## config.mk

```make
export PLATFORM = sky130hd
export DESIGN_NAME = acq_top
export DESIGN_NICKNAME = d
export VERILOG_FILES = /design/src/source/acq_pkg.sv /design/src/source/acq_seq_fsm.sv /design/src/source/burst_counter.sv /design/src/source/lane_writer.sv /design/src/source/byte_fifo.sv /design/src/source/acq_top.sv
export VERILOG_INCLUDE_DIRS = /design/src /design/src/source
export SDC_FILE = /design/constraint.sdc
export NUM_CORES = 1
export LEC_CHECK = 0
export ABC_CLOCK_PERIOD_IN_PS = 6200
export BUFFER_PORTS_ARGS = -buffer_cell sky130_fd_sc_hd__buf_2
export CORE_MARGIN = 2
export CORE_UTILIZATION = 40
export CTS_BUF_LIST = sky130_fd_sc_hd__clkbuf_8 sky130_fd_sc_hd__clkbuf_16
export CTS_CLUSTER_SIZE = 25
export DETAILED_ROUTE_END_ITERATION = 7
export GPL_ROUTABILITY_DRIVEN = 0
export PLACE_DENSITY = 0.59
export SYNTH_ARGS = -nofsm -noshare
export SYNTH_HDL_FRONTEND = slang
export SYNTH_SLANG_ARGS = --single-unit
```

## constraint.sdc

```tcl
create_clock -name clk -period 6.2 [get_ports clk]
set_clock_uncertainty 0.15 [all_clocks]
set_input_delay 0 -clock clk [delete_from_list [all_inputs] [get_ports clk]]
set_output_delay 0 -clock clk [all_outputs]
set_load 0.03 [all_outputs]
```

## src/source/acq_consts.svh

```systemverilog
`ifndef ACQ_CONSTS_SVH
`define ACQ_CONSTS_SVH

// Lane FIFO geometry.
`define ACQ_FIFO_DEPTH 64
`define ACQ_FIFO_AW 6

// Burst lengths in bytes, header included.
`define ACQ_LEN_SHORT 32
`define ACQ_LEN_LONG 64

`endif

```

## src/source/acq_pkg.sv

```systemverilog
`default_nettype none

package acq_pkg;

    // Sequencer states, in handshake order.
    typedef enum logic [2:0] {
        ST_IDLE,
        ST_WAIT_CHECK,
        ST_DONE_CHECK,
        ST_WAIT_CONF,
        ST_DONE_CONF,
        ST_WAIT_READ,
        ST_FILL,
        ST_DONE_READ
    } acq_state_t;

    typedef logic [7:0] byte_t;
    typedef logic [11:0] burst_len_t;
    typedef logic [15:0] chip_id_t;
    typedef logic [1:0] dev_kind_t;

endpackage

`default_nettype wire

```

## src/source/acq_seq_fsm.sv

```systemverilog
`default_nettype none

module acq_seq_fsm (
    input  logic clk,
    input  logic rst,
    input  logic fs_check,
    input  logic fs_conf,
    input  logic fs_read,
    input  logic lanes_done,
    output logic fd_check,
    output logic fd_conf,
    output logic fd_read,
    output logic fill
);

    import acq_pkg::*;

    acq_state_t state;
    acq_state_t next_state;

    always_ff @(posedge clk or posedge rst) begin
        if (rst) begin
            state <= ST_IDLE;
        end else begin
            state <= next_state;
        end
    end

    // Each stage waits for its start, then holds done until start drops.
    always_comb begin
        next_state = state;
        case (state)
            ST_IDLE: begin
                next_state = ST_WAIT_CHECK;
            end
            ST_WAIT_CHECK: begin
                if (fs_check) begin
                    next_state = ST_DONE_CHECK;
                end
            end
            ST_DONE_CHECK: begin
                if (!fs_check) begin
                    next_state = ST_WAIT_CONF;
                end
            end
            ST_WAIT_CONF: begin
                if (fs_conf) begin
                    next_state = ST_DONE_CONF;
                end
            end
            ST_DONE_CONF: begin
                if (!fs_conf) begin
                    next_state = ST_WAIT_READ;
                end
            end
            ST_WAIT_READ: begin
                if (fs_read) begin
                    next_state = ST_FILL;
                end
            end
            ST_FILL: begin
                // Both lanes must have finished their bursts.
                if (lanes_done) begin
                    next_state = ST_DONE_READ;
                end
            end
            ST_DONE_READ: begin
                // Reads repeat; check and conf are not revisited.
                if (!fs_read) begin
                    next_state = ST_WAIT_READ;
                end
            end
            default: begin
                next_state = ST_IDLE;
            end
        endcase
    end

    assign fd_check = (state == ST_DONE_CHECK);
    assign fd_conf = (state == ST_DONE_CONF);
    assign fd_read = (state == ST_DONE_READ);
    assign fill = (state == ST_FILL);

endmodule

`default_nettype wire

```

## src/source/burst_counter.sv

```systemverilog
`default_nettype none

module burst_counter (
    input  logic               clk,
    input  logic               rst,
    input  logic               load,
    input  acq_pkg::burst_len_t len,
    input  logic               step,
    output acq_pkg::burst_len_t count,
    output logic               zero
);

    // Load wins over step; the count saturates at zero.
    always_ff @(posedge clk or posedge rst) begin
        if (rst) begin
            count <= '0;
        end else if (load) begin
            count <= len;
        end else if (step && !zero) begin
            count <= count - 1'b1;
        end
    end

    assign zero = (count == '0);

endmodule

`default_nettype wire

```

## src/source/lane_writer.sv

```systemverilog
`default_nettype none

module lane_writer (
    input  logic               clk,
    input  logic               rst,
    input  logic               fill,
    input  acq_pkg::burst_len_t len,
    input  acq_pkg::chip_id_t   chip_id,
    input  logic               fifo_full,
    output acq_pkg::byte_t      wr_data,
    output logic               wr_en,
    output logic               lane_done
);

    import acq_pkg::*;

    logic       busy;
    logic       done;
    logic       start;
    logic       last;
    burst_len_t remaining;
    burst_len_t idx;
    burst_len_t payload;

    assign start = fill && !busy && !done;

    burst_counter u_count (
        .clk   (clk),
        .rst   (rst),
        .load  (start),
        .len   (len),
        .step  (wr_en),
        .count (remaining),
        .zero  (last)
    );

    always_ff @(posedge clk or posedge rst) begin
        if (rst) begin
            busy <= 1'b0;
            done <= 1'b0;
            idx <= '0;
        end else if (!fill) begin
            busy <= 1'b0;
            done <= 1'b0;
        end else if (start) begin
            busy <= 1'b1;
            idx <= '0;
        end else if (busy && last) begin
            busy <= 1'b0;
            done <= 1'b1;
        end else if (wr_en) begin
            idx <= idx + 1'b1;
        end
    end

    // Two id bytes, high first, then a count from zero.
    assign payload = idx - burst_len_t'(2);

    always_comb begin
        case (idx)
            burst_len_t'(0): wr_data = chip_id[15:8];
            burst_len_t'(1): wr_data = chip_id[7:0];
            default:         wr_data = payload[7:0];
        endcase
    end

    assign wr_en = busy && !fifo_full && (remaining != '0);
    assign lane_done = done;

endmodule

`default_nettype wire

```

## src/source/byte_fifo.sv

```systemverilog
`default_nettype none

`include "acq_consts.svh"

module byte_fifo #(
    parameter int DEPTH = `ACQ_FIFO_DEPTH
) (
    input  logic           clk,
    input  logic           rst,
    input  acq_pkg::byte_t wr_data,
    input  logic           wr_en,
    input  logic           rd_en,
    output acq_pkg::byte_t rd_data,
    output logic           full,
    output logic           empty,
    output logic           underflow
);

    import acq_pkg::*;

    localparam int AW = `ACQ_FIFO_AW;

    byte_t         mem [DEPTH];
    logic [AW-1:0] wr_ptr;
    logic [AW-1:0] rd_ptr;
    logic [AW:0]   level;
    logic          do_wr;
    logic          do_rd;

    assign do_wr = wr_en && !full;
    assign do_rd = rd_en && !empty;

    always_ff @(posedge clk) begin
        if (do_wr) begin
            mem[wr_ptr] <= wr_data;
        end
    end

    always_ff @(posedge clk or posedge rst) begin
        if (rst) begin
            wr_ptr <= '0;
            rd_ptr <= '0;
            level <= '0;
        end else begin
            if (do_wr) begin
                wr_ptr <= (wr_ptr == AW'(DEPTH - 1)) ? '0 : wr_ptr + 1'b1;
            end
            if (do_rd) begin
                rd_ptr <= (rd_ptr == AW'(DEPTH - 1)) ? '0 : rd_ptr + 1'b1;
            end
            case ({do_wr, do_rd})
                2'b10:   level <= level + 1'b1;
                2'b01:   level <= level - 1'b1;
                default: level <= level;
            endcase
        end
    end

    // Head byte is visible without a pop.
    assign rd_data = mem[rd_ptr];

    assign full = (level == (AW + 1)'(DEPTH));
    assign empty = (level == '0);
    assign underflow = rd_en && empty;

endmodule

`default_nettype wire

```

## src/source/acq_top.sv

```systemverilog
`default_nettype none

`include "acq_consts.svh"

module acq_top (
    input  logic               clk,
    input  logic               rst,
    output logic               err,
    input  acq_pkg::dev_kind_t dev_kind,
    input  logic [31:0]        intan_id,
    input  logic               fs_check,
    input  logic               fs_conf,
    input  logic               fs_read,
    output logic               fd_check,
    output logic               fd_conf,
    output logic               fd_read,
    input  logic [1:0]         rx_en,
    output logic [15:0]        rx_data,
    output logic [1:0]         fifo_full,
    output logic [1:0]         fifo_empty
);

    import acq_pkg::*;

    logic       fill;
    logic       lanes_done;
    logic [1:0] lane_done;
    logic [1:0] wr_en;
    logic [1:0] underflow;
    byte_t      wr_data [2];
    burst_len_t lane_len [2];

    acq_seq_fsm u_seq (
        .clk        (clk),
        .rst        (rst),
        .fs_check   (fs_check),
        .fs_conf    (fs_conf),
        .fs_read    (fs_read),
        .lanes_done (lanes_done),
        .fd_check   (fd_check),
        .fd_conf    (fd_conf),
        .fd_read    (fd_read),
        .fill       (fill)
    );

    assign lanes_done = &lane_done;

    // Burst length per lane from the device kind.
    always_comb begin
        case (dev_kind)
            2'b01: begin
                lane_len[1] = burst_len_t'(`ACQ_LEN_SHORT);
                lane_len[0] = '0;
            end
            2'b10: begin
                lane_len[1] = burst_len_t'(`ACQ_LEN_LONG);
                lane_len[0] = '0;
            end
            2'b11: begin
                lane_len[1] = burst_len_t'(`ACQ_LEN_LONG);
                lane_len[0] = burst_len_t'(`ACQ_LEN_LONG);
            end
            default: begin
                lane_len[1] = '0;
                lane_len[0] = '0;
            end
        endcase
    end

    for (genvar i = 0; i < 2; i++) begin : g_lane
        lane_writer u_writer (
            .clk       (clk),
            .rst       (rst),
            .fill      (fill),
            .len       (lane_len[i]),
            .chip_id   (intan_id[16*i +: 16]),
            .fifo_full (fifo_full[i]),
            .wr_data   (wr_data[i]),
            .wr_en     (wr_en[i]),
            .lane_done (lane_done[i])
        );

        byte_fifo #(
            .DEPTH (`ACQ_FIFO_DEPTH)
        ) u_fifo (
            .clk       (clk),
            .rst       (rst),
            .wr_data   (wr_data[i]),
            .wr_en     (wr_en[i]),
            .rd_en     (rx_en[i]),
            .rd_data   (rx_data[8*i +: 8]),
            .full      (fifo_full[i]),
            .empty     (fifo_empty[i]),
            .underflow (underflow[i])
        );
    end

    // Any pop of an empty lane latches the error.
    always_ff @(posedge clk or posedge rst) begin
        if (rst) begin
            err <= 1'b0;
        end else if (|underflow) begin
            err <= 1'b1;
        end
    end

endmodule

`default_nettype wire

```

==> results.sh, run 1 <==
export IMPL_wire_per_inst_um=24.9
export IMPL_r2r_slack_ns=1.96
export IMPL_max_cap_violations=0
export IMPL_grt_max_degree=65
export IMPL_synth_area_leaders="edfxtp_1, mux4_2, dfrtp_1"
export IMPL_die_area_mm2=0.117
export IMPL_route_detailed_drc=0
export IMPL_die_y_um=342
export IMPL_io_buffers=64
export IMPL_drt_total_wl_mm=104
export IMPL_crit_type="reg2out"
export IMPL_clock_sinks=1118
export IMPL_synth_largest_area_cell="edfxtp_1"
export IMPL_hold_viol_final=0
export IMPL_finalSetupTns_ns=0
export IMPL_ys_async_sr_fraction_pct=8.41
export IMPL_gr_usage_all_layers_pct=17.7
export IMPL_syn_avg_cell_area_um2=18.2
export IMPL_viasPerCell=5.64
export IMPL_irDropWorstVdd_mv=0.768
export IMPL_antenna_found_initial=0
export IMPL_place_area_mm2=0.0475
export IMPL_tritoncts="built"
export IMPL_start_util_pct=40.4
export IMPL_drtIter0Drc=2127
export IMPL_drv_slew=0
export IMPL_end_kind="output pin"
export IMPL_grt_ovfl_total=0
export IMPL_core_mm2=0.113
export IMPL_cp_arrival_ns=4.21
export IMPL_htree_num_levels=3
export IMPL_cts_repair_resized=0
export IMPL_cp_start_kind="flip-flop"
export IMPL_cellPowerDensity_mw_per_mm2=496
export IMPL_fin_nets=2644
export IMPL_fp_dieW_um=342
export IMPL_yosys_top_cells_count="edfxtp_1, mux4_2, nor2_1"
export IMPL_worst_hold_path_endpoint="u_seq.state[1]$_DFFE_PP0P_"
export IMPL_rr_worst_depth=13
export IMPL_post_cts_buffers=0
export IMPL_synth_cell_types=83
export IMPL_critPathRequiredTime_ns=6.05
export IMPL_crit_path_max_fanout=46
export IMPL_ant_nets=0
export IMPL_dp_hpwl_mm=62.4
export IMPL_yosys_warnings=0
export IMPL_relSlewSlack_pct=13.1
export IMPL_fmax_ghz=0.229
export IMPL_r2r_end="g_lane[1].u_fifo.level[5]$_DFFE_PP0P_"
export IMPL_synth_most_common_cell="edfxtp_1"
export IMPL_reg2reg_from="g_lane[1].u_writer.u_count.count[0]$_DFFE_PP0P_"
export IMPL_syn_nets=2577
export IMPL_cts_root_buf="clkbuf_16"
export IMPL_hold_depth=4
export IMPL_rows=123
export IMPL_leakage_nw=16.6
export IMPL_seq_area_mm2=0.0331
export IMPL_num_vias=23500
export IMPL_fin_area_mm2=0.0514
export IMPL_grt_pass1_wl_mm=155
export IMPL_ys_ff_latch=1118
export IMPL_cts_buffers=113
export IMPL_worstMarginPinSlew_ns=1.30
export IMPL_synth_compound_area_share_pct=5.25
export IMPL_postCtsHoldBufs=17
export IMPL_synth_top_family_by_area="multiplexers"
export IMPL_synth_simple_area_share_pct=5.19
export IMPL_rsz0062_at_grt="false"
export IMPL_clock_latency_ns=0.70
export IMPL_status="completed"
export IMPL_multi_input_area_mm2=0.0118
export IMPL_fin_crit_sh_pct=70.3
export IMPL_synth_yosys_seq_area_share_pct=72.6
export IMPL_ys_flop_type="edfxtp_1"
export IMPL_min_from="fs_conf"
export IMPL_synth_fa_ha_area_share_pct=0.856
export IMPL_layout_setup_ws_ns=1.84
export IMPL_hold_path_class="in2reg"
export IMPL_grt_pass1_vias=24200
export IMPL_fillers=9486
export IMPL_pin_count=65
export IMPL_synth_xor_area_share_pct=0.845
export IMPL_area_delta_synth_final_pct=12.7
export IMPL_yosysTopAreaCellShare_pct=67.4
export IMPL_diodes=0
export IMPL_clockBufferDepth=3
export IMPL_drive_gt1_share_pct=22.1
export IMPL_finalCriticalPeriod_ns=4.36
export IMPL_synthMuxAreaShare_pct=13.2
export IMPL_pre_cts_ws_ns=2.04
export IMPL_drt_first_pass_iters=5
export IMPL_synth_cells=2506
export IMPL_synth_edf_count=1024
export IMPL_setup_viol=0
export IMPL_synthesis_area_mm2=0.0456
export IMPL_clk_pin_slew_ns=0.06
[critical path, cell delays in order (launching register included)]
cell      delay [ns]
dfrtp_4         1.02
buf_4           0.66
buf_4           0.42
mux4_2          0.55
nor2_1          0.11
nor3_1          0.06
o211ai_1        0.13
o21ai_0         0.24
buf_2           0.26
[registers in the layout, summed over array words and instances, names as in the netlist]
| signal | count |
|---|---|
| g_lane.u_writer.idx | 24 |
| err | 1 |
| g_lane.u_fifo.mem | 1024 |
| g_lane.u_writer.u_count.count | 24 |
| u_seq.state | 3 |
| g_lane.u_writer.busy | 2 |
| g_lane.u_fifo.wr_ptr | 12 |
| g_lane.u_fifo.level | 14 |
| g_lane.u_fifo.rd_ptr | 12 |
| g_lane.u_writer.lane_done | 2 |
[worst max-delay path by stage]
stage          slack [ns]                               endpoint                                            start
2_1_floorplan        1.29   g_lane[0].u_fifo.mem[0][7]$_DFFE_PP_            g_lane[0].u_writer.idx[4]$_DFFE_PP0P_
3_3_place_gp         2.28  g_lane[1].u_fifo.level[6]$_DFFE_PP0P_  g_lane[1].u_writer.u_count.count[0]$_DFFE_PP0P_
3_5_place_dp         2.04  g_lane[1].u_fifo.level[6]$_DFFE_PP0P_  g_lane[1].u_writer.u_count.count[0]$_DFFE_PP0P_
4_1_cts              1.71                            rx_data[14]           g_lane[1].u_fifo.rd_ptr[0]$_DFFE_PP0P_
5_1_grt              1.48                            rx_data[13]           g_lane[1].u_fifo.rd_ptr[0]$_DFFE_PP0P_
6_report             1.84                            rx_data[14]           g_lane[1].u_fifo.rd_ptr[0]$_DFFE_PP0P_
[metal layers]
| metal | share of wire [%] | wire, µm | vias to the layer above | track usage [%] |
|---|---|---|---|---|
| li1 | - | - | 10300 | - |
| met1 | 42 | 43400 | 12300 | 23.3 |
| met2 | 50 | 51800 | 720 | 29.9 |
| met3 | 5.0 | 5190 | 182 | 2.74 |
| met4 | 3.2 | 3320 | 0 | 6.08 |
| met5 | 0 | 0 | - | 0 |
[final cells by class]
| cell class | instances | share of cell area [%] |
|---|---|---|
| clock buffers | 115 | 5.56 |
| well taps | 1500 | 3.65 |
| inverters | 36 | 0.270 |
| clock inverters | 98 | 1.64 |
| flip-flops and latches | 1118 | 64.5 |
| multi-input cells | 1187 | 22.9 |
| repair buffers | 117 | 1.53 |
[report_power, final]
group	switching (mW)	internal, mW	total, mW
registers	0.693	10.1	10.8
clock network	2.86	3.88	6.74
logic	5.20	2.75	7.95
total	8.75	16.7	25.5
[placed cells by master, fill, tap and decap left out, types with 11 or more instances in the layout]
master and instances:
clkbuf_16 113, mux4_2 225, xnor2_1 22, ha_1 28
dfrtp_1 89, o21ai_0 40, clkinv_2 25, nand4_1 14
mux2_2 20, nand3b_1 18, nand2_1 65, edfxtp_1 1024
nand3_1 35, or3_1 13, nor3_1 20, o221ai_1 14
a22oi_1 25, nor2_1 176, nor4_1 11, buf_2 64
o21ai_4 16, a31oi_1 12, a211oi_1 24, buf_4 34
inv_1 49, o22ai_1 47, o31ai_1 21, clkinv_1 27
mux2i_1 74, a21oi_1 35, dlygate4sd3_1 17, a21o_1 13
bufinv_16 13, or4_1 17, a221oi_1 16, or3b_2 13
xor2_1 22
[metrics by stage]
stage / power [mW] / hold slack [ns] / utilization, % / cells
finish: 25.5 / 0.0744 / 45.5 / 4171
CTS: 25.7 / 0.0334 / 45.5 / 4171
global route: 26.5 / 0.116 / 45.5 / 4171
global placement: 18.7 / -0.0849 / 42.1 / 3941
floorplan: 16.1 / -0.0332 / - / 2506
detailed placement: 18.9 / -0.0797 / 42.1 / 3941
[logic make-up after synthesis]
family / after synthesis
AND/OR/NAND/NOR: 454
buffers and inverters: 201
flip-flops: 1118
adder cells (fa/ha/maj): 30
AO/OA/AOI/OAI: 340
XOR/XNOR: 44
multiplexers: 319
Note: power is estimated with default switching activity, not from simulation.
==> inputs of run 2 (changes only) <==
ABC_CLOCK_PERIOD_IN_PS = 3700   (was 6200)
PLACE_DENSITY = 0.61   (was 0.59)
clock period = 3.7 ns   (was 6.2 ns; I/O delays follow)
==> run 2 against run 1 <==
Net effect: global-route usage up 0.43 points; core utilization increased by 1.1 points; power grew 71%; count of clock-buffer cells in the layout fell by 1; combinational power up 84%; hold slack worse by 0.024 ns; largest cell class unchanged; largest power group unchanged.
==> results.sh, run 2 (synthesis gave the netlist of run 1 again) <==
export IMPL_status="completed"
export IMPL_min_from="dev_kind[1]"
export IMPL_fillers=9350
export IMPL_cp_start_kind="flip-flop"
export IMPL_finalCriticalPeriod_ns=3.58
export IMPL_crit_type="reg2out"
export IMPL_drt_total_wl_mm=106
export IMPL_fin_area_mm2=0.0527
export IMPL_antenna_found_initial=0
export IMPL_tritoncts="built"
export IMPL_startpoint="g_lane[1].u_fifo.rd_ptr[1]$_DFFE_PP0P_"
export IMPL_viasPerCell=5.66
export IMPL_die_y_um=342
export IMPL_drv_slew=0
export IMPL_fin_nets=2785
export IMPL_dp_hpwl_mm=66.9
export IMPL_start_util_pct=40.4
export IMPL_top_regs="g_lane.u_fifo.mem x1024, g_lane.u_writer.idx x24, g_lane.u_writer.u_count.count x24"
export IMPL_setup_viol=0
export IMPL_crit_path_max_fanout=34
export IMPL_core_mm2=0.113
export IMPL_p_seq_share_pct=41.1
export IMPL_regMostFlops="g_lane.u_fifo.mem"
export IMPL_wire_per_inst_um=24.6
export IMPL_drt_first_pass_iters=5
export IMPL_route_detailed_drc=0
export IMPL_irDropWorstVdd_mv=0.655
export IMPL_final_cell_count_no_fill=4310
export IMPL_worstMarginPinSlew_ns=1.15
export IMPL_area_delta_synth_final_pct=15.5
export IMPL_internal_power_mw=28.5
export IMPL_end_kind="output pin"
export IMPL_num_vias=24400
export IMPL_combPwrFrac_pct=33.7
export IMPL_relSlewSlack_pct=23.3
export IMPL_htree_num_levels=3
export IMPL_die_area_mm2=0.117
export IMPL_clkPwrFrac_pct=25.3
export IMPL_diodes=0
export IMPL_reg2reg_from="g_lane[1].u_writer.u_count.count[0]$_DFFE_PP0P_"
export IMPL_finalSetupTns_ns=0
export IMPL_netSwitchingPower_mw=14.9
export IMPL_place_area_mm2=0.0486
export IMPL_fmax_ghz=0.279
export IMPL_fp_dieW_um=342
export IMPL_grt_ovfl_total=0
export IMPL_drive_gt1_share_pct=25.7
export IMPL_io_buffers=64
export IMPL_largest_register_ff_count=1024
export IMPL_clock_sinks=1118
export IMPL_layout_commonest_cell="edfxtp_1"
export IMPL_clockBufferDepth=3
export IMPL_fin_crit_sh_pct=96.8
export IMPL_p_sw_share_pct=34.4
export IMPL_cts_buffers=111
export IMPL_grt_pass1_wl_mm=160
export IMPL_critPathRequiredTime_ns=3.55
export IMPL_hold_viol_final=0
export IMPL_grt_max_degree=79
export IMPL_clock_latency_ns=0.69
export IMPL_cp_arrival_ns=3.43
export IMPL_hold_path_class="in2reg"
export IMPL_layout_common_cells="edfxtp_1, mux4_2, nor2_1"
export IMPL_rows=123
export IMPL_ant_nets=0
export IMPL_drtIter0Drc=2436
export IMPL_leakage_nw=17.4
export IMPL_rsz0062_at_grt="false"
export IMPL_cts_root_buf="clkbuf_16"
export IMPL_grt_pass1_vias=24900
export IMPL_cellPowerDensity_mw_per_mm2=825
export IMPL_clk_pin_slew_ns=0.06
export IMPL_dpl_cell_count=4064
export IMPL_pin_count=65
export IMPL_max_cap_violations=0
export IMPL_gr_usage_all_layers_pct=18.1
## run 2: cell count changes in the layout (fill, tap and decap cells not counted), moves of 3 or more
cell / previous run / this run
buf_4: 34 / 145
dlygate4sd3_1: 17 / 32
buf_12: 2 / 12
clkinvlp_4: 10 / 3
inv_1: 49 / 56
buf_16: 0 / 3
clkinv_2: 25 / 22
ha_1: 28 / 25
ha_2: 0 / 3
## run 2: area by class of cell
type                    count  area (µm²)  area share (%)
clock buffers             114        2830            5.37
clock inverters            95         769            1.46
inverters                  36         139           0.264
multi-input cells        1188       11800            22.4
flip-flops and latches   1118       33100            62.9
well taps                1500        1880            3.56
repair buffers            259        2110            4.01
## run 2: worst paths after layout
check	slack, ns	endpoint	cells past startpoint
setup / recovery	0.12	rx_data[12]	8
hold / removal	0.05	g_lane[1].u_writer.u_count.count[6]$_DFFE_PP0P_	4
setup reg to reg	0.19	g_lane[1].u_fifo.level[6]$_DFFE_PP0P_	14
hold reg to reg	0.37	g_lane[1].u_fifo.level[0]$_DFFE_PP0P_	1
max in group asynchronous	2.02	g_lane[0].u_fifo.rd_ptr[1]$_DFFE_PP0P_	4
min in group asynchronous	0.53	g_lane[1].u_writer.idx[11]$_DFFE_PP0P_	4
## run 2: repair_timing
item | CTS | global route
pin swaps | 0 | 2
setup endpoints to repair | 6 | 45
resized for setup | 5 | 19
hold buffers | 32 | 0
buffers inserted | 0 | 2
cloned | 0 | 3
endpoints found under the hold margin | 554 | 0
## run 2: power groups by stage
stage	logic [mW]	registers, mW	clock network [mW]
after CTS	14.6	17.8	11.2
after global routing	15.7	17.9	11.7
after detailed placement	14.4	18.1	0
after floorplan	9.31	17.6	0
final	14.6	17.8	11.0
after global placement	14.0	18.0	0
## run 2: stage by stage
step                hold WS (ns)  util [%]  power (mW)  worst slack (ns)
finish                    0.0502      46.7        43.4             0.117
global route              0.0548      46.7        45.3            0.0125
CTS                      0.00303      46.6        43.5           0.00386
detailed placement         0.156      43.1        32.5            0.0562
global placement           0.134      43.1        32.0             0.213
floorplan                -0.0332         -        27.0             -1.09
## run 2: worst max-delay path, stage by stage (launching register included)
cell and delay [ns]:
dfrtp_4 0.80, buf_12 0.28, buf_4 0.17, mux4_2 0.18, o22a_1 0.18, o221ai_1 0.12, o41ai_1 0.56, buf_4 0.21
buf_2 0.19
## run 2: routing by layer
| metal | GRT usage, % | wire (µm) |
|---|---|---|
| met3 | 2.92 | 6750 |
| met4 | 4.77 | 2280 |
| met1 | 24.8 | 44400 |
| met5 | 0 | 0 |
| met2 | 30.2 | 52500 |
==> inputs of run 3 (changes only) <==
ABC_AREA = 1   (was unset)
==> run 3 against run 2 <==
Net effect: sequential power barely moved; via count up 33%; fmax grew 2.9%; design area up 4.4%; die area is 6.0% higher; global-route usage rose by 1.4 points; critical endpoint is now rx_data[2].
==> results.sh, run 3 <==
export IMPL_syn_avg_cell_area_um2=10.8
export IMPL_max_cap_violations=0
export IMPL_fmax_ghz=0.287
export IMPL_hold_path_class="in2reg"
export IMPL_drive_gt1_share_pct=9.47
export IMPL_cp_arrival_ns=3.33
export IMPL_status="completed"
export IMPL_yosys_warnings=0
export IMPL_yosysTopAreaCellShare_pct=63.6
export IMPL_synth_area_leaders="edfxtp_1, nand2_1, nand3_1"
export IMPL_top_regs="g_lane.u_fifo.mem x1024, g_lane.u_writer.idx x24, g_lane.u_writer.u_count.count x24"
export IMPL_leakage_nw=20.4
export IMPL_setup_viol=0
export IMPL_rsz0062_at_grt="false"
export IMPL_io_buffers=64
export IMPL_post_cts_buffers=0
export IMPL_fin_nets=4642
export IMPL_rows=127
export IMPL_drt_first_pass_iters=5
export IMPL_synth_top_family_by_area="simple AND/OR/NAND/NOR gates"
export IMPL_wire_per_inst_um=19.3
export IMPL_final_util_pct=45.8
export IMPL_layout_common_cells="nand2_1, edfxtp_1, nand3_1"
export IMPL_ys_ff_latch=1118
export IMPL_layout_commonest_cell="nand2_1"
export IMPL_synth_xor_area_share_pct=0.921
export IMPL_synth_simple_area_share_pct=23.2
export IMPL_dp_hpwl_mm=70.8
export IMPL_holdWs_ns=0.0491
export IMPL_grt_max_degree=186
export IMPL_tritoncts="built"
export IMPL_antenna_found_initial=0
export IMPL_viasPerCell=5.18
export IMPL_regMostFlops="g_lane.u_fifo.mem"
export IMPL_area_delta_synth_final_pct=13.7
export IMPL_synth_yosys_seq_area_share_pct=68.5
export IMPL_fillers=10900
export IMPL_drv_slew=0
export IMPL_pre_cts_ws_ns=0.345
export IMPL_synth_largest_area_cell="edfxtp_1"
export IMPL_die_area_mm2=0.124
export IMPL_synth_edf_count=1024
export IMPL_power_mw=47.4
export IMPL_synth_compound_area_share_pct=3.09
export IMPL_crit_path_max_fanout=185
export IMPL_relSlewSlack_pct=29.3
export IMPL_ys_flop_type="edfxtp_1"
export IMPL_finalCriticalPeriod_ns=3.48
export IMPL_worstMarginPinSlew_ns=1.06
export IMPL_ys_async_sr_fraction_pct=8.41
export IMPL_gr_usage_all_layers_pct=19.5
export IMPL_syn_nets=4551
export IMPL_clock_sinks=1118
export IMPL_clockBufferDepth=3
export IMPL_cts_buffers=113
export IMPL_end_kind="output pin"
export IMPL_critPathRequiredTime_ns=3.55
export IMPL_ant_nets=0
export IMPL_multi_input_area_mm2=0.0136
export IMPL_cts_repair_resized=0
export IMPL_fin_crit_sh_pct=94.1
export IMPL_drt_total_wl_mm=121
export IMPL_synthMuxAreaShare_pct=0
export IMPL_yosys_top_cells_count="nand2_1, edfxtp_1, nand3_1"
export IMPL_seq_area_mm2=0.0331
export IMPL_finalSetupTns_ns=0
export IMPL_hold_viol_final=0
export IMPL_largest_register_ff_count=1024
export IMPL_synth_fa_ha_area_share_pct=0.807
export IMPL_die_y_um=352
export IMPL_drtIter0Drc=3120
export IMPL_htree_num_levels=3
export IMPL_synth_cell_types=46
export IMPL_clock_latency_ns=0.74
export IMPL_diodes=0
export IMPL_clk_pin_slew_ns=0.06
export IMPL_num_vias=32500
export IMPL_synthesis_area_mm2=0.0483
export IMPL_cp_start_kind="flip-flop"
export IMPL_grt_pass1_vias=31200
export IMPL_pin_count=65
export IMPL_cellPowerDensity_mw_per_mm2=862
export IMPL_synth_most_common_cell="nand2_1"
export IMPL_crit_type="reg2out"
export IMPL_route_detailed_drc=0
export IMPL_grt_ovfl_total=0
export IMPL_fp_dieW_um=352
export IMPL_start_util_pct=40.3
export IMPL_postCtsHoldBufs=36
export IMPL_synth_cells=4480
export IMPL_cts_root_buf="clkbuf_16"
export IMPL_grt_pass1_wl_mm=186
export IMPL_irDropWorstVdd_mv=1.82
export IMPL_layout_setup_ws_ns=0.217
export IMPL_core_mm2=0.120
## run 3: cell count changes after synthesis, moves of 24 or more
cell,previous run,this run
nand2_1,65,1376
nand3_1,35,726
nor2_1,176,430
mux4_2,225,0
o21ai_0,56,175
inv_1,34,130
buf_2,34,122
mux2i_1,74,0
o22ai_1,47,4
a22oi_1,25,0
a211oi_1,24,0
## run 3: cell families after synthesis
| family | Yosys count |
|---|---|
| buffers and inverters | 388 |
| adders and majority gates | 30 |
| AOI/OAI and AO/OA | 273 |
| and+or+nand+nor | 2621 |
| DFF | 1118 |
| xor gates and xnor gates | 50 |
## run 3: worst paths after layout
| check | startpoint | end | slack, ns | depth (start not counted) |
|---|---|---|---|---|
| min reg2reg | g_lane[1].u_writer.idx[11]$_DFFE_PP0P_ | g_lane[1].u_writer.idx[11]$_DFFE_PP0P_ | 0.37 | 2 |
| max | g_lane[0].u_fifo.rd_ptr[0]$_DFFE_PP0P_ | rx_data[2] | 0.22 | 8 |
| min in group asynchronous | rst | g_lane[1].u_writer.idx[1]$_DFFE_PP0P_ | 0.36 | 4 |
| max reg2reg | g_lane[1].u_fifo.level[0]$_DFFE_PP0P_ | g_lane[1].u_fifo.level[6]$_DFFE_PP0P_ | 0.33 | 15 |
| max in group asynchronous | rst | g_lane[0].u_writer.idx[1]$_DFFE_PP0P_ | 2.19 | 5 |
| min | intan_id[20] | g_lane[1].u_fifo.mem[15][4]$_DFFE_PP_ | 0.05 | 4 |
## run 3: metal layers
layer	up-vias	track usage [%]	part of all wire [%]
met3	182	2.81	6.2
met1	15700	28.0	45
met2	1019	30.7	46
met4	0	6.19	2.6
li1	15600	-	-
met5	-	0	0
## run 3: layout make-up
cell class                 instances  area share, %
timing repair buffer             218           3.40
clock inverter                    97           1.64
multi-input combinational       2974           24.8
clock buffer                     116           5.24
tap                             1612           3.67
inverter                         146           1.03
sequential                      1118           60.2
## run 3: power by group
| part | total, mW | internal [mW] | switching (mW) | leakage (nW) |
|---|---|---|---|---|
| Clock | 11.5 | 6.58 | 4.94 | 1.92 |
| Sequential | 18.1 | 17.5 | 0.606 | 10.4 |
| Combinational | 17.7 | 4.40 | 13.3 | 8.03 |
| Total | 47.4 | 28.5 | 18.9 | 20.4 |
## run 3: metrics by stage
stage / cell area (µm²) / instances
after CTS: 55000 / 6281
after floorplan: 48300 / 4480
after global placement: 50800 / 6032
after detailed placement: 50800 / 6032
final: 55000 / 6281
after global routing: 55000 / 6281
## run 3: critical path: stages, from the launching register on
cell	delay, ns
dfrtp_4	0.50
buf_12	0.51
o21ai_0	0.23
o211ai_1	0.36
nand3_1	0.20
nand2_1	0.10
nand2_1	0.05
nand3_1	0.14
buf_2	0.22
